### src/source/cpuCtrlPkg.sv
package cpuCtrlPkg;

    localparam int opWidth = 16; // Instruction word
    localparam int flagWidth = 4;
    localparam int aluFuncWidth = 4;
    localparam int destWidth = 3;
    localparam int memSelWidth = 3;
    localparam int aluSelWidth = 4;
    localparam int writeSelWidth = 4;
    localparam int flagSelWidth = 2;
    localparam int intSaveSteps = 8; // Words pushed on interrupt entry
    localparam int stepWidth = 3;

    localparam logic [aluFuncWidth-1:0] ALU_ADD = 4'd0;
    localparam logic [aluFuncWidth-1:0] ALU_SUB = 4'd2;
    localparam logic [aluFuncWidth-1:0] ALU_MUL = 4'd4;

    localparam logic [destWidth-1:0] DEST_0 = 3'd0; // SP or flags, depending on class
    localparam logic [destWidth-1:0] DEST_A = 3'd1;
    localparam logic [destWidth-1:0] DEST_B = 3'd2;
    localparam logic [destWidth-1:0] DEST_C = 3'd3;
    localparam logic [destWidth-1:0] DEST_ADR = 3'd4; // Memory at A

    localparam logic [memSelWidth-1:0] MEM_FROM_PC = 3'd0;
    localparam logic [memSelWidth-1:0] MEM_FROM_A = 3'd1;
    localparam logic [memSelWidth-1:0] MEM_FROM_SP = 3'd2;
    localparam logic [memSelWidth-1:0] MEM_FROM_ALU = 3'd3;

    // Codes 0 to 3 pick a register directly
    localparam logic [aluSelWidth-1:0] ALU1_FROM_PC = 4'd4;
    localparam logic [aluSelWidth-1:0] ALU1_FROM_SP = 4'd5;
    localparam logic [aluSelWidth-1:0] ALU1_FROM_MEM = 4'd6;
    localparam logic [aluSelWidth-1:0] ALU1_FROM_INTADDR = 4'd7; // Interrupt vector

    localparam logic [aluSelWidth-1:0] ALU2_FROM_0 = 4'd4;
    localparam logic [aluSelWidth-1:0] ALU2_FROM_2 = 4'd5;
    localparam logic [aluSelWidth-1:0] ALU2_FROM_OP = 4'd6;
    localparam logic [aluSelWidth-1:0] ALU2_FROM_ADDR = 4'd7;
    localparam logic [aluSelWidth-1:0] ALU2_FROM_FADDR = 4'd8;

    localparam logic [writeSelWidth-1:0] WRITE_FROM_ALU = 4'd0;
    localparam logic [writeSelWidth-1:0] WRITE_FROM_PC2 = 4'd1;
    localparam logic [writeSelWidth-1:0] WRITE_FROM_PC1 = 4'd2;
    localparam logic [writeSelWidth-1:0] WRITE_FROM_FP = 4'd3;
    localparam logic [writeSelWidth-1:0] WRITE_FROM_F = 4'd4;
    localparam logic [writeSelWidth-1:0] WRITE_FROM_INTDATA = 4'd5;
    localparam logic [writeSelWidth-1:0] WRITE_FROM_C = 4'd6;
    localparam logic [writeSelWidth-1:0] WRITE_FROM_B = 4'd7;
    localparam logic [writeSelWidth-1:0] WRITE_FROM_A = 4'd8;

    localparam logic [flagSelWidth-1:0] FLAG_FROM_ALU = 2'd0;
    localparam logic [flagSelWidth-1:0] FLAG_FROM_ALU_OUT = 2'd1;

    typedef enum logic [3:0] {
        START = 4'd0,
        FETCH = 4'd1,
        ATYPE = 4'd2,
        ITYPE = 4'd3,
        SITYPE = 4'd4,
        JMP = 4'd5,
        FTYPE = 4'd6,
        PUSH1 = 4'd7,
        PUSH2 = 4'd8,
        POP1 = 4'd9,
        POP2 = 4'd10,
        INTSAVE = 4'd11,
        INTVECTOR = 4'd12,
        HALT = 4'hf // CPU stopped until reset
    } ctrlState;

    typedef struct packed {
        logic [3:0] cls;
        logic [2:0] src1;
        logic [3:0] func;
        logic [1:0] aluB;
        logic [destWidth-1:0] dest;
    } aTypeFmt;

    typedef struct packed {
        logic [3:0] cls; // Low two bits give the ALU function
        logic [2:0] src1; // Also the destination
        logic signExt;
        logic [7:0] operand;
    } iTypeFmt;

    typedef struct packed {
        logic [3:0] cls;
        logic [2:0] src1;
        logic [1:0] shiftFunc;
        logic [destWidth-1:0] dest;
        logic [3:0] amount;
    } siTypeFmt;

    typedef struct packed {
        logic [3:0] cls;
        logic polarity; // Branch when flag equals this
        logic [1:0] flagSel;
        logic loadStore;
        logic [7:0] offset;
    } branchFmt;

    typedef union packed {
        logic [opWidth-1:0] raw;
        aTypeFmt aType;
        iTypeFmt iType;
        siTypeFmt siType;
        branchFmt branch;
    } instrWord;

endpackage

### src/source/cpuController.sv
module cpuController (
    input  logic clk,
    input  logic rst,
    input  cpuCtrlPkg::instrWord opcode,
    input  logic [cpuCtrlPkg::flagWidth-1:0] flags,
    input  logic stall,
    input  logic irq,
    output logic [cpuCtrlPkg::memSelWidth-1:0] memAddr,
    output logic enPC,
    output logic saveOpcode,
    output logic saveMem1,
    output logic enFP,
    output logic [cpuCtrlPkg::aluFuncWidth-1:0] aluFunc,
    output logic [cpuCtrlPkg::aluSelWidth-1:0] aluA,
    output logic [cpuCtrlPkg::aluSelWidth-1:0] aluB,
    output logic enA,
    output logic enB,
    output logic enC,
    output logic we,
    output logic re,
    output logic [cpuCtrlPkg::writeSelWidth-1:0] writeDataSource,
    output logic enF,
    output logic [cpuCtrlPkg::flagSelWidth-1:0] sourceF,
    output logic enSP,
    output logic turnOffIRQ,
    output logic readStack,
    output logic isMul,
    output logic initSPFP,
    output cpuCtrlPkg::ctrlState state // Debug view
);
    import cpuCtrlPkg::*;

    ctrlState mainState; // Where FETCH goes next
    logic isValid;
    logic stepRun;
    logic [stepWidth-1:0] step;
    logic stepLast;

    instrDecoder decoder0 (
        .opcode(opcode),
        .flags(flags),
        .mainState(mainState),
        .isValid(isValid)
    );

    ctrlSequencer sequencer0 (
        .clk(clk),
        .rst(rst),
        .stall(stall),
        .irq(irq),
        .mainState(mainState),
        .isValid(isValid),
        .stepLast(stepLast),
        .state(state),
        .stepRun(stepRun)
    );

    stackStepCounter stepCounter0 (
        .clk(clk),
        .rst(rst),
        .stall(stall),
        .stepRun(stepRun),
        .step(step),
        .stepLast(stepLast)
    );

    microOpDecoder microOp0 (
        .state(state),
        .step(step),
        .opcode(opcode),
        .memAddr(memAddr),
        .enPC(enPC),
        .saveOpcode(saveOpcode),
        .saveMem1(saveMem1),
        .enFP(enFP),
        .aluFunc(aluFunc),
        .aluA(aluA),
        .aluB(aluB),
        .enA(enA),
        .enB(enB),
        .enC(enC),
        .we(we),
        .re(re),
        .writeDataSource(writeDataSource),
        .enF(enF),
        .sourceF(sourceF),
        .enSP(enSP),
        .turnOffIRQ(turnOffIRQ),
        .readStack(readStack),
        .isMul(isMul),
        .initSPFP(initSPFP)
    );

endmodule

### src/source/ctrlSequencer.sv
module ctrlSequencer (
    input  logic clk,
    input  logic rst,
    input  logic stall,
    input  logic irq,
    input  cpuCtrlPkg::ctrlState mainState,
    input  logic isValid,
    input  logic stepLast,
    output cpuCtrlPkg::ctrlState state,
    output logic stepRun
);
    import cpuCtrlPkg::*;

    ctrlState nextState;

    always_ff @(posedge clk) begin
        if (rst)
            state <= START;
        else if (!stall) // Whole sequence freezes on stall
            state <= nextState;
    end

    always_comb begin
        nextState = HALT;
        case (state)
            START: nextState = FETCH;
            FETCH: nextState = isValid ? mainState : HALT;
            ATYPE, ITYPE, SITYPE: nextState = FETCH;
            JMP, FTYPE: nextState = FETCH;
            PUSH1: nextState = PUSH2;
            PUSH2: nextState = FETCH;
            POP1: nextState = POP2;
            POP2: nextState = FETCH;
            INTSAVE: nextState = stepLast ? INTVECTOR : INTSAVE;
            INTVECTOR: nextState = FETCH;
            HALT: nextState = HALT;
            default: nextState = HALT;
        endcase
        // Interrupt takes the slot of the next fetch
        if (nextState == FETCH && irq)
            nextState = INTSAVE;
    end

    assign stepRun = (state == INTSAVE);

    haltSticky: assert property (@(posedge clk)
        (state == HALT && !rst) |=> (state == HALT))
        else $error("HALT left without reset");

    // Eight save steps come from the step counter
    saveFrameLength: assert property (@(posedge clk) disable iff (rst)
        (state == INTSAVE && !stepLast) |=> (state == INTSAVE))
        else $error("INTSAVE left before the last save step");

endmodule

### src/source/instrDecoder.sv
module instrDecoder (
    input  cpuCtrlPkg::instrWord opcode,
    input  logic [cpuCtrlPkg::flagWidth-1:0] flags,
    output cpuCtrlPkg::ctrlState mainState,
    output logic isValid
);
    import cpuCtrlPkg::*;

    logic [3:0] cls;
    logic memSource; // Source field points at memory
    logic badDestA;
    logic badDestI;
    logic badDestSi;

    assign cls = opcode.raw[15:12];
    assign memSource = opcode.aType.src1[2];
    assign badDestA = opcode.aType.dest > DEST_ADR;
    assign badDestI = opcode.iType.src1 > DEST_ADR;
    assign badDestSi = opcode.siType.dest > DEST_ADR;

    always_comb begin
        mainState = HALT; // Unknown class stops the CPU
        isValid = 1'b0;
        if (cls == 4'b0000) begin // A type
            mainState = ATYPE;
            isValid = !memSource && !badDestA;
        end else if (cls == 4'b1000) begin
            mainState = HALT; // Byte move not supported
        end else if (cls[3:2] == 2'b01) begin // I type
            mainState = ITYPE;
            isValid = !badDestI;
        end else if (cls[3:2] == 2'b11) begin // Relative jump
            mainState = JMP;
            isValid = 1'b1;
        end else if (cls == 4'b1001) begin
            mainState = HALT; // Register jump not supported
        end else if (cls == 4'b0001) begin // SI type
            mainState = SITYPE;
            isValid = !memSource && !badDestSi;
        end else if (cls == 4'b0010 && !opcode.branch.loadStore) begin
            isValid = 1'b1;
            // Untaken branch simply fetches the next word
            if (flags[opcode.branch.flagSel] == opcode.branch.polarity)
                mainState = FTYPE;
            else
                mainState = FETCH;
        end else if (cls == 4'b0011) begin // Stack ops
            case (opcode.raw[8:7])
                2'b00: begin
                    mainState = PUSH1;
                    isValid = !memSource;
                end
                2'b01: begin
                    mainState = POP1;
                    isValid = !badDestI; // POP uses src1 as destination
                end
                default: mainState = HALT; // Call and return dropped
            endcase
        end
    end

endmodule

### src/source/microOpDecoder.sv
module microOpDecoder (
    input  cpuCtrlPkg::ctrlState state,
    input  logic [cpuCtrlPkg::stepWidth-1:0] step,
    input  cpuCtrlPkg::instrWord opcode,
    output logic [cpuCtrlPkg::memSelWidth-1:0] memAddr,
    output logic enPC,
    output logic saveOpcode,
    output logic saveMem1,
    output logic enFP,
    output logic [cpuCtrlPkg::aluFuncWidth-1:0] aluFunc,
    output logic [cpuCtrlPkg::aluSelWidth-1:0] aluA,
    output logic [cpuCtrlPkg::aluSelWidth-1:0] aluB,
    output logic enA,
    output logic enB,
    output logic enC,
    output logic we,
    output logic re,
    output logic [cpuCtrlPkg::writeSelWidth-1:0] writeDataSource,
    output logic enF,
    output logic [cpuCtrlPkg::flagSelWidth-1:0] sourceF,
    output logic enSP,
    output logic turnOffIRQ,
    output logic readStack,
    output logic isMul,
    output logic initSPFP
);
    import cpuCtrlPkg::*;

    logic [destWidth-1:0] destSel; // Destination field of the current class
    logic destOn;

    function automatic logic [aluSelWidth-1:0] regSel(input logic [2:0] src);
        return aluSelWidth'(src[1:0]);
    endfunction

    always_comb begin
        memAddr = MEM_FROM_PC;
        enPC = 1'b0;
        saveOpcode = 1'b0;
        saveMem1 = 1'b0;
        enFP = 1'b0;
        aluFunc = ALU_ADD;
        aluA = '0;
        aluB = '0;
        enA = 1'b0;
        enB = 1'b0;
        enC = 1'b0;
        we = 1'b0;
        re = 1'b0;
        writeDataSource = WRITE_FROM_ALU;
        enF = 1'b0;
        sourceF = FLAG_FROM_ALU;
        enSP = 1'b0;
        turnOffIRQ = 1'b0;
        readStack = 1'b0;
        isMul = 1'b0;
        initSPFP = 1'b0;
        destSel = DEST_0;
        destOn = 1'b0;
        case (state)
            START: begin
                initSPFP = 1'b1;
                enSP = 1'b1;
                enFP = 1'b1;
            end
            FETCH: begin
                re = 1'b1; // Instruction read at PC
                saveOpcode = 1'b1;
                aluA = ALU1_FROM_PC;
                aluB = ALU2_FROM_2; // PC step of one word
                enPC = 1'b1;
            end
            ATYPE: begin
                aluA = regSel(opcode.aType.src1);
                aluB = aluSelWidth'(opcode.aType.aluB);
                aluFunc = opcode.aType.func;
                enF = |opcode.raw; // All zeros is NOP
                if (opcode.aType.func == ALU_MUL) begin
                    enA = 1'b1; // High half of product
                    isMul = 1'b1;
                end
                destSel = opcode.aType.dest;
                destOn = 1'b1;
            end
            ITYPE: begin
                if (opcode.iType.src1 == DEST_0)
                    aluA = ALU1_FROM_SP;
                else if (opcode.iType.src1[2])
                    aluA = ALU1_FROM_MEM;
                else
                    aluA = regSel(opcode.iType.src1);
                aluFunc = {opcode.iType.signExt, opcode.iType.signExt, opcode.iType.cls[1:0]};
                aluB = ALU2_FROM_OP;
                enF = 1'b1;
                enSP = (opcode.iType.src1 == DEST_0);
                destSel = opcode.iType.src1;
                destOn = 1'b1;
            end
            SITYPE: begin
                aluA = regSel(opcode.siType.src1);
                aluFunc = {2'b10, opcode.siType.shiftFunc}; // Shifter functions
                aluB = ALU2_FROM_OP;
                enF = 1'b1;
                destSel = opcode.siType.dest;
                destOn = 1'b1;
            end
            JMP: begin
                aluA = ALU1_FROM_PC;
                aluB = ALU2_FROM_ADDR; // Long offset
                enPC = 1'b1;
            end
            FTYPE: begin
                aluA = ALU1_FROM_PC;
                aluB = ALU2_FROM_FADDR; // Short offset
                enPC = 1'b1;
            end
            PUSH1: begin
                aluA = regSel(opcode.aType.src1);
                aluB = ALU2_FROM_0;
                we = 1'b1;
                readStack = 1'b1;
                memAddr = MEM_FROM_SP;
            end
            PUSH2: begin
                aluA = ALU1_FROM_SP;
                aluB = ALU2_FROM_2;
                aluFunc = ALU_SUB;
                enSP = 1'b1; // Stack grows down
            end
            POP1: begin
                aluA = ALU1_FROM_SP;
                aluB = ALU2_FROM_2;
                enSP = 1'b1;
                memAddr = MEM_FROM_ALU; // Read at the new SP
                readStack = 1'b1;
                saveMem1 = 1'b1;
                re = 1'b1;
            end
            POP2: begin
                aluA = ALU1_FROM_MEM;
                aluB = ALU2_FROM_0;
                if (opcode.aType.src1 == DEST_0) begin
                    enF = 1'b1; // Pop into flag register
                    sourceF = FLAG_FROM_ALU_OUT;
                end
                destSel = opcode.aType.src1;
                destOn = 1'b1;
            end
            INTSAVE: begin
                aluA = ALU1_FROM_SP;
                aluB = ALU2_FROM_2;
                aluFunc = ALU_SUB;
                enSP = 1'b1;
                memAddr = MEM_FROM_SP;
                readStack = 1'b1;
                we = 1'b1;
                case (step)
                    3'd0: writeDataSource = WRITE_FROM_PC2;
                    3'd1: begin
                        writeDataSource = WRITE_FROM_PC1;
                        turnOffIRQ = 1'b1;
                    end
                    3'd2: begin
                        writeDataSource = WRITE_FROM_FP;
                        enFP = 1'b1;
                    end
                    3'd3: writeDataSource = WRITE_FROM_F;
                    3'd4: writeDataSource = WRITE_FROM_INTDATA;
                    3'd5: writeDataSource = WRITE_FROM_C;
                    3'd6: writeDataSource = WRITE_FROM_B;
                    default: begin
                        writeDataSource = WRITE_FROM_A;
                        enFP = 1'b1; // Frame pointer moves to the new frame
                    end
                endcase
            end
            INTVECTOR: begin
                aluA = ALU1_FROM_INTADDR;
                aluB = ALU2_FROM_0;
                enPC = 1'b1;
            end
            default: begin
            end
        endcase
        if (destOn) begin
            case (destSel)
                DEST_A: enA = 1'b1;
                DEST_B: enB = 1'b1;
                DEST_C: enC = 1'b1;
                DEST_ADR: begin
                    we = 1'b1;
                    writeDataSource = WRITE_FROM_ALU;
                    memAddr = MEM_FROM_A;
                end
                default: begin
                end
            endcase
        end
    end

endmodule

### src/source/stackStepCounter.sv
module stackStepCounter (
    input  logic clk,
    input  logic rst,
    input  logic stall,
    input  logic stepRun,
    output logic [cpuCtrlPkg::stepWidth-1:0] step,
    output logic stepLast
);
    import cpuCtrlPkg::*;

    always_ff @(posedge clk) begin
        if (rst || !stepRun)
            step <= '0; // Ready for the first save word
        else if (!stall)
            step <= step + 1'b1;
    end

    assign stepLast = (step == stepWidth'(intSaveSteps - 1));

    // Sequencer must drop stepRun as the count reaches the end
    noWrap: assert property (@(posedge clk) disable iff (rst)
        (stepRun && stepLast && !stall) |=> !stepRun)
        else $error("Save step counter wrapped inside INTSAVE");

endmodule

### config.mk
export PLATFORM = sky130hd
export DESIGN_NAME = cpuController
export DESIGN_NICKNAME = d
export VERILOG_FILES = /design/src/source/cpuCtrlPkg.sv /design/src/source/cpuController.sv /design/src/source/ctrlSequencer.sv /design/src/source/instrDecoder.sv /design/src/source/microOpDecoder.sv /design/src/source/stackStepCounter.sv
export SDC_FILE = /design/constraint.sdc
export NUM_CORES = 1
export LEC_CHECK = 0
export BUFFER_PORTS_ARGS = -buffer_cell sky130_fd_sc_hd__buf_2
export CAP_MARGIN = 30
export CORE_ASPECT_RATIO = 0.8
export CORE_MARGIN = 2
export CORE_UTILIZATION = 45
export CTS_CLUSTER_SIZE = 28
export DETAILED_ROUTE_END_ITERATION = 10
export PLACE_DENSITY = 0.87
export SLEW_MARGIN = 20
export SYNTH_ARGS = -nofsm -noshare
export SYNTH_HDL_FRONTEND = slang
export SYNTH_SLANG_ARGS = --single-unit
### constraint.sdc
create_clock -name clk -period 2 [get_ports clk]
set_input_delay 0.1 -clock clk [delete_from_list [all_inputs] [get_ports clk]]
set_output_delay 0.1 -clock clk [all_outputs]
set_load 0.03 [all_outputs]
==> metrics.md <==
| Metric | Value |
|---|---|
| Share of layout cells above drive strength 1 | `approximately 42%` |
| Worst skew pair latency | `about 0.24 ns` |
| Final Total Pwr | `approximately 1.1 mW` |
| Routed Wire Length | `a little over 5000 microns` |
| Switching power | `between 500 and 600 uW` |
| Cell count along the critical path | `8` |
| Worst r2r path cells | `9` |
| HPWL after DPL | `between 3000 and 4000 microns` |
| Synth Flop Type | `dfxtp_1` |
| GR Overflow Total | `0` |
| Crit-path slowest cell | `or3b_4` |
| Clk pwr share | `19.2%` |
| Synth-to-layout area growth | `48.6%` |
| Distinct cells, synth | `49` |
| Nature of the critical path endpoint | `output pin` |
| Reg2Reg Setup Slack | `~0.10 ns` |
| Initial DRT Pass Iterations | `5` |
| CTS Buffer Depth | `2` |
| Via count | `around 2k` |
| Critical path fanouts, max | `8` |
| Number of fill cells | `271` |
| Maximum vdd drop | `0.387 mV` |
| Clk_skew | `around 0.0040 ns` |
| Family with the most delay on the worst path | `simple AND/OR/NAND/NOR gates` |
| Root Buffer | `clkbuf_8` |
| H-tree depth | `1` |
| Starting Density | `between 40% and 50%` |
| CTS buffer count | `3` |
| Post-synth EDFFs | `0` |
| ANT cells | `0` |
| Hold Path Class | `in -> reg` |
| Power density over cell area | `between 500 and 600 mW/mm^2` |
| Critical path class | `reg -> out` |
| Min Tclk post-route | `approximately 2.0 ns` |
| I/O pin count | `64` |
| Asr flop ratio synth | `0%` |
| CTS tree | `yes` |
| Core Rows | `18` |
| Nets | `329` |
| Sw Share | `roughly 50%` |
| DP Cell Count | `~330` |
| Final hold violations | `0` |
| Die height | `53.7 microns` |
| Pint | `between 500 and 600 uW` |
| DIE AREA | `between 0.003 and 0.004 sq mm` |
| Initial antenna violation count | `0` |
| Worst Setup SP | `sequencer0.state[1]` |
| Worst path bufs/invs | `2` |
| Synth warnings | `0` |
| RSZ-0062 raised after global routing | `yes` |
| Fmax | `about 510 MHz` |
| Clk sinks | `7` |
| Reg power frac | `between 10% and 20%` |
| Core Box Area | `0.00302 sq mm` |
| Final count of pins violating max slew | `0` |
| Worst reg2reg path endpoint | `sequencer0.state[1]` |
| Crit path cell chain | `inv_2, nand2_2, nor3_4, a22oi_2, nand2_1, or3b_4, o21ai_2, buf_6` |
| Worst-path clk slew | `approximately 0.040 ns` |
| Critical Path RT | `approximately 1.9 ns` |
| Comb power frac | `65.0%` |
| Final setup violation count | `0` |
| Worst setup path endpoint | `we` |
| Final Wtd Congestion | `roughly 0.96` |
| CP startpoint kind | `flip-flop` |
| Final period util | `a little over nine tenths` |
| Vias in the first global route | `roughly 1.7k` |
| Antenna Violating Nets Remaining | `0` |
| Vias per std cell | `~5.9` |
| First-pass GRT wire length | `7650 microns` |
| Seq/Total Area, Yosys | `10.1%` |
| Synth Area per Inst | `slightly above 6 sq um` |
| IO Port Bufs | `60` |
| Mapped Cells | `227` |
| WL per Instance | `roughly 15 microns` |
| CP peak stage delay | `0.40 ns` |
| Arr. time, crit path | `around 1.9 ns` |
| Worst flop-to-flop path startpoint | `stepCounter0.step[0]` |
| Gr usage total | `roughly 28%` |
| Number of synthesized register bits | `7` |
| DRC viols | `0` |
| # hold bufs at CTS | `0` |
| Final Non-Filler Cells | `approximately 340` |
| Die Width | `66.1 microns` |
| Max-cap violations | `0` |
| Hold_sp | `rst` |
| P_leak | `approximately 0.94 nW` |
| Mapped cell area | `0.00139 sq mm` |
| Largest net degree at the start of global routing | `17` |
| DR iter-0 viols | `between 200 and 300` |
| Status | `completed` |
[final cells by class]
class,count,area (sq um),area share (%)
Inverter,10,37.5,1.82
Sequential cell,7,153,7.39
Clock buffer,4,45.0,2.18
Timing Repair Buffer,87,519,25.2
Tap cell,40,50.0,2.42
Multi-Input combinational cell,191,1260,61.0
[sequential cells by signal (all words and copies together) (netlist names)]
register           cells
stepCounter0.step      3
sequencer0.state       4
[how the worst min path moves through the flow]
stage / cells past startpoint / endpoint / slack [ns]
3_5_place_dp: 2 / sequencer0.state[1] / 0.37
6_report: 2 / sequencer0.state[2] / 0.13
3_3_place_gp: 2 / sequencer0.state[1] / 0.38
5_1_grt: 2 / sequencer0.state[2] / 0.14
2_1_floorplan: 2 / sequencer0.state[1] / 0.29
4_1_cts: 2 / sequencer0.state[1] / 0.13
[synth_stat cells, drive strengths merged, types with 4 or more instances]
cell type | count | area share [%]
a21oi | 17 | 6.4
a31oi | 5 | 2.3
buf | 15 | 6.0
clkbuf | 6 | 1.6
dfxtp | 7 | 10
ha | 5 | 4.5
inv | 10 | 2.7
nand2 | 24 | 6.5
nand2b | 4 | 1.8
nand3 | 10 | 3.6
nor2 | 40 | 11
nor3 | 13 | 5.0
o21ai | 21 | 7.6
[repair_timing]
action,4_1_cts,5_1_grt
endpoints found under the setup margin,5,10
pin swaps,0,5
gates resized for setup,12,18
setup buffers,2,4
[metrics by stage]
stage | util (%) | hold WS, ns | setup TNS [ns] | instance area (sq um) | worst slack, ns
after floorplan | - | 0.293 | -0.0360 | 1460 | -0.0330
after detailed placement | 61.6 | 0.374 | 0 | 1860 | 0.0268
final | 68.4 | 0.126 | 0 | 2060 | 0.0298
after global placement | 61.6 | 0.378 | 0 | 1860 | 0.0894
after global routing | 68.4 | 0.140 | -0.134 | 2060 | -0.0541
after CTS | 65.1 | 0.131 | 0 | 1960 | 0.000297
[kinds of logic after synthesis]
kind of cell / Yosys count / share of synthesized area, %
other: 1 / 0.270
buffers and inverters: 31 / 10.4
and+or+nand+nor: 104 / 34.1
AOI/OAI and AO/OA: 68 / 31.3
adders and majority gates: 6 / 5.23
xor gates and xnor gates: 3 / 2.43
DFF: 7 / 10.1
muxes: 7 / 6.22
[layer usage]
metal  share of wire, %  up-vias  track usage, %
li1                   -      951               -
met1                 42      908            37.4
met5                  0        -               0
met2                 45      137            45.5
met4                1.6        0            7.14
met3                 11       11            5.86
[placed cells by master (no fill, tap or decap), types with 2 or more instances in the layout]
cell type and count:
nor3_4 3, buf_2 58, o21bai_1 2, a221oi_2 2, nor4_2 2, a21oi_1 15
clkbuf_8 3, o21ai_1 2, nand4_1 2, mux2_2 3, nand3_1 9, a31oi_1 5
buf_4 26, conb_1 3, o211ai_1 3, o22ai_1 3, and3_1 3, mux2i_1 3
inv_2 2, dfxtp_1 3, dfxtp_4 3, inv_1 8, nor3_1 10, nand2_1 22
nand2b_1 3, a22oi_1 2, buf_6 3, nor2_2 3, o21ai_0 17, nor2_1 37
ha_1 5, o21ai_2 2, a21o_1 2
[power groups by stage]
stage          registers (mW)  logic (mW)  clock network, mW
2_1_floorplan           0.174       0.454                  0
3_3_place_gp            0.174       0.637                  0
3_5_place_dp            0.175       0.641                  0
4_1_cts                 0.171       0.662              0.211
5_1_grt                 0.176       0.766              0.219
6_report                0.174       0.715              0.211
No activity file was read; power rests on OpenSTA's default activity.
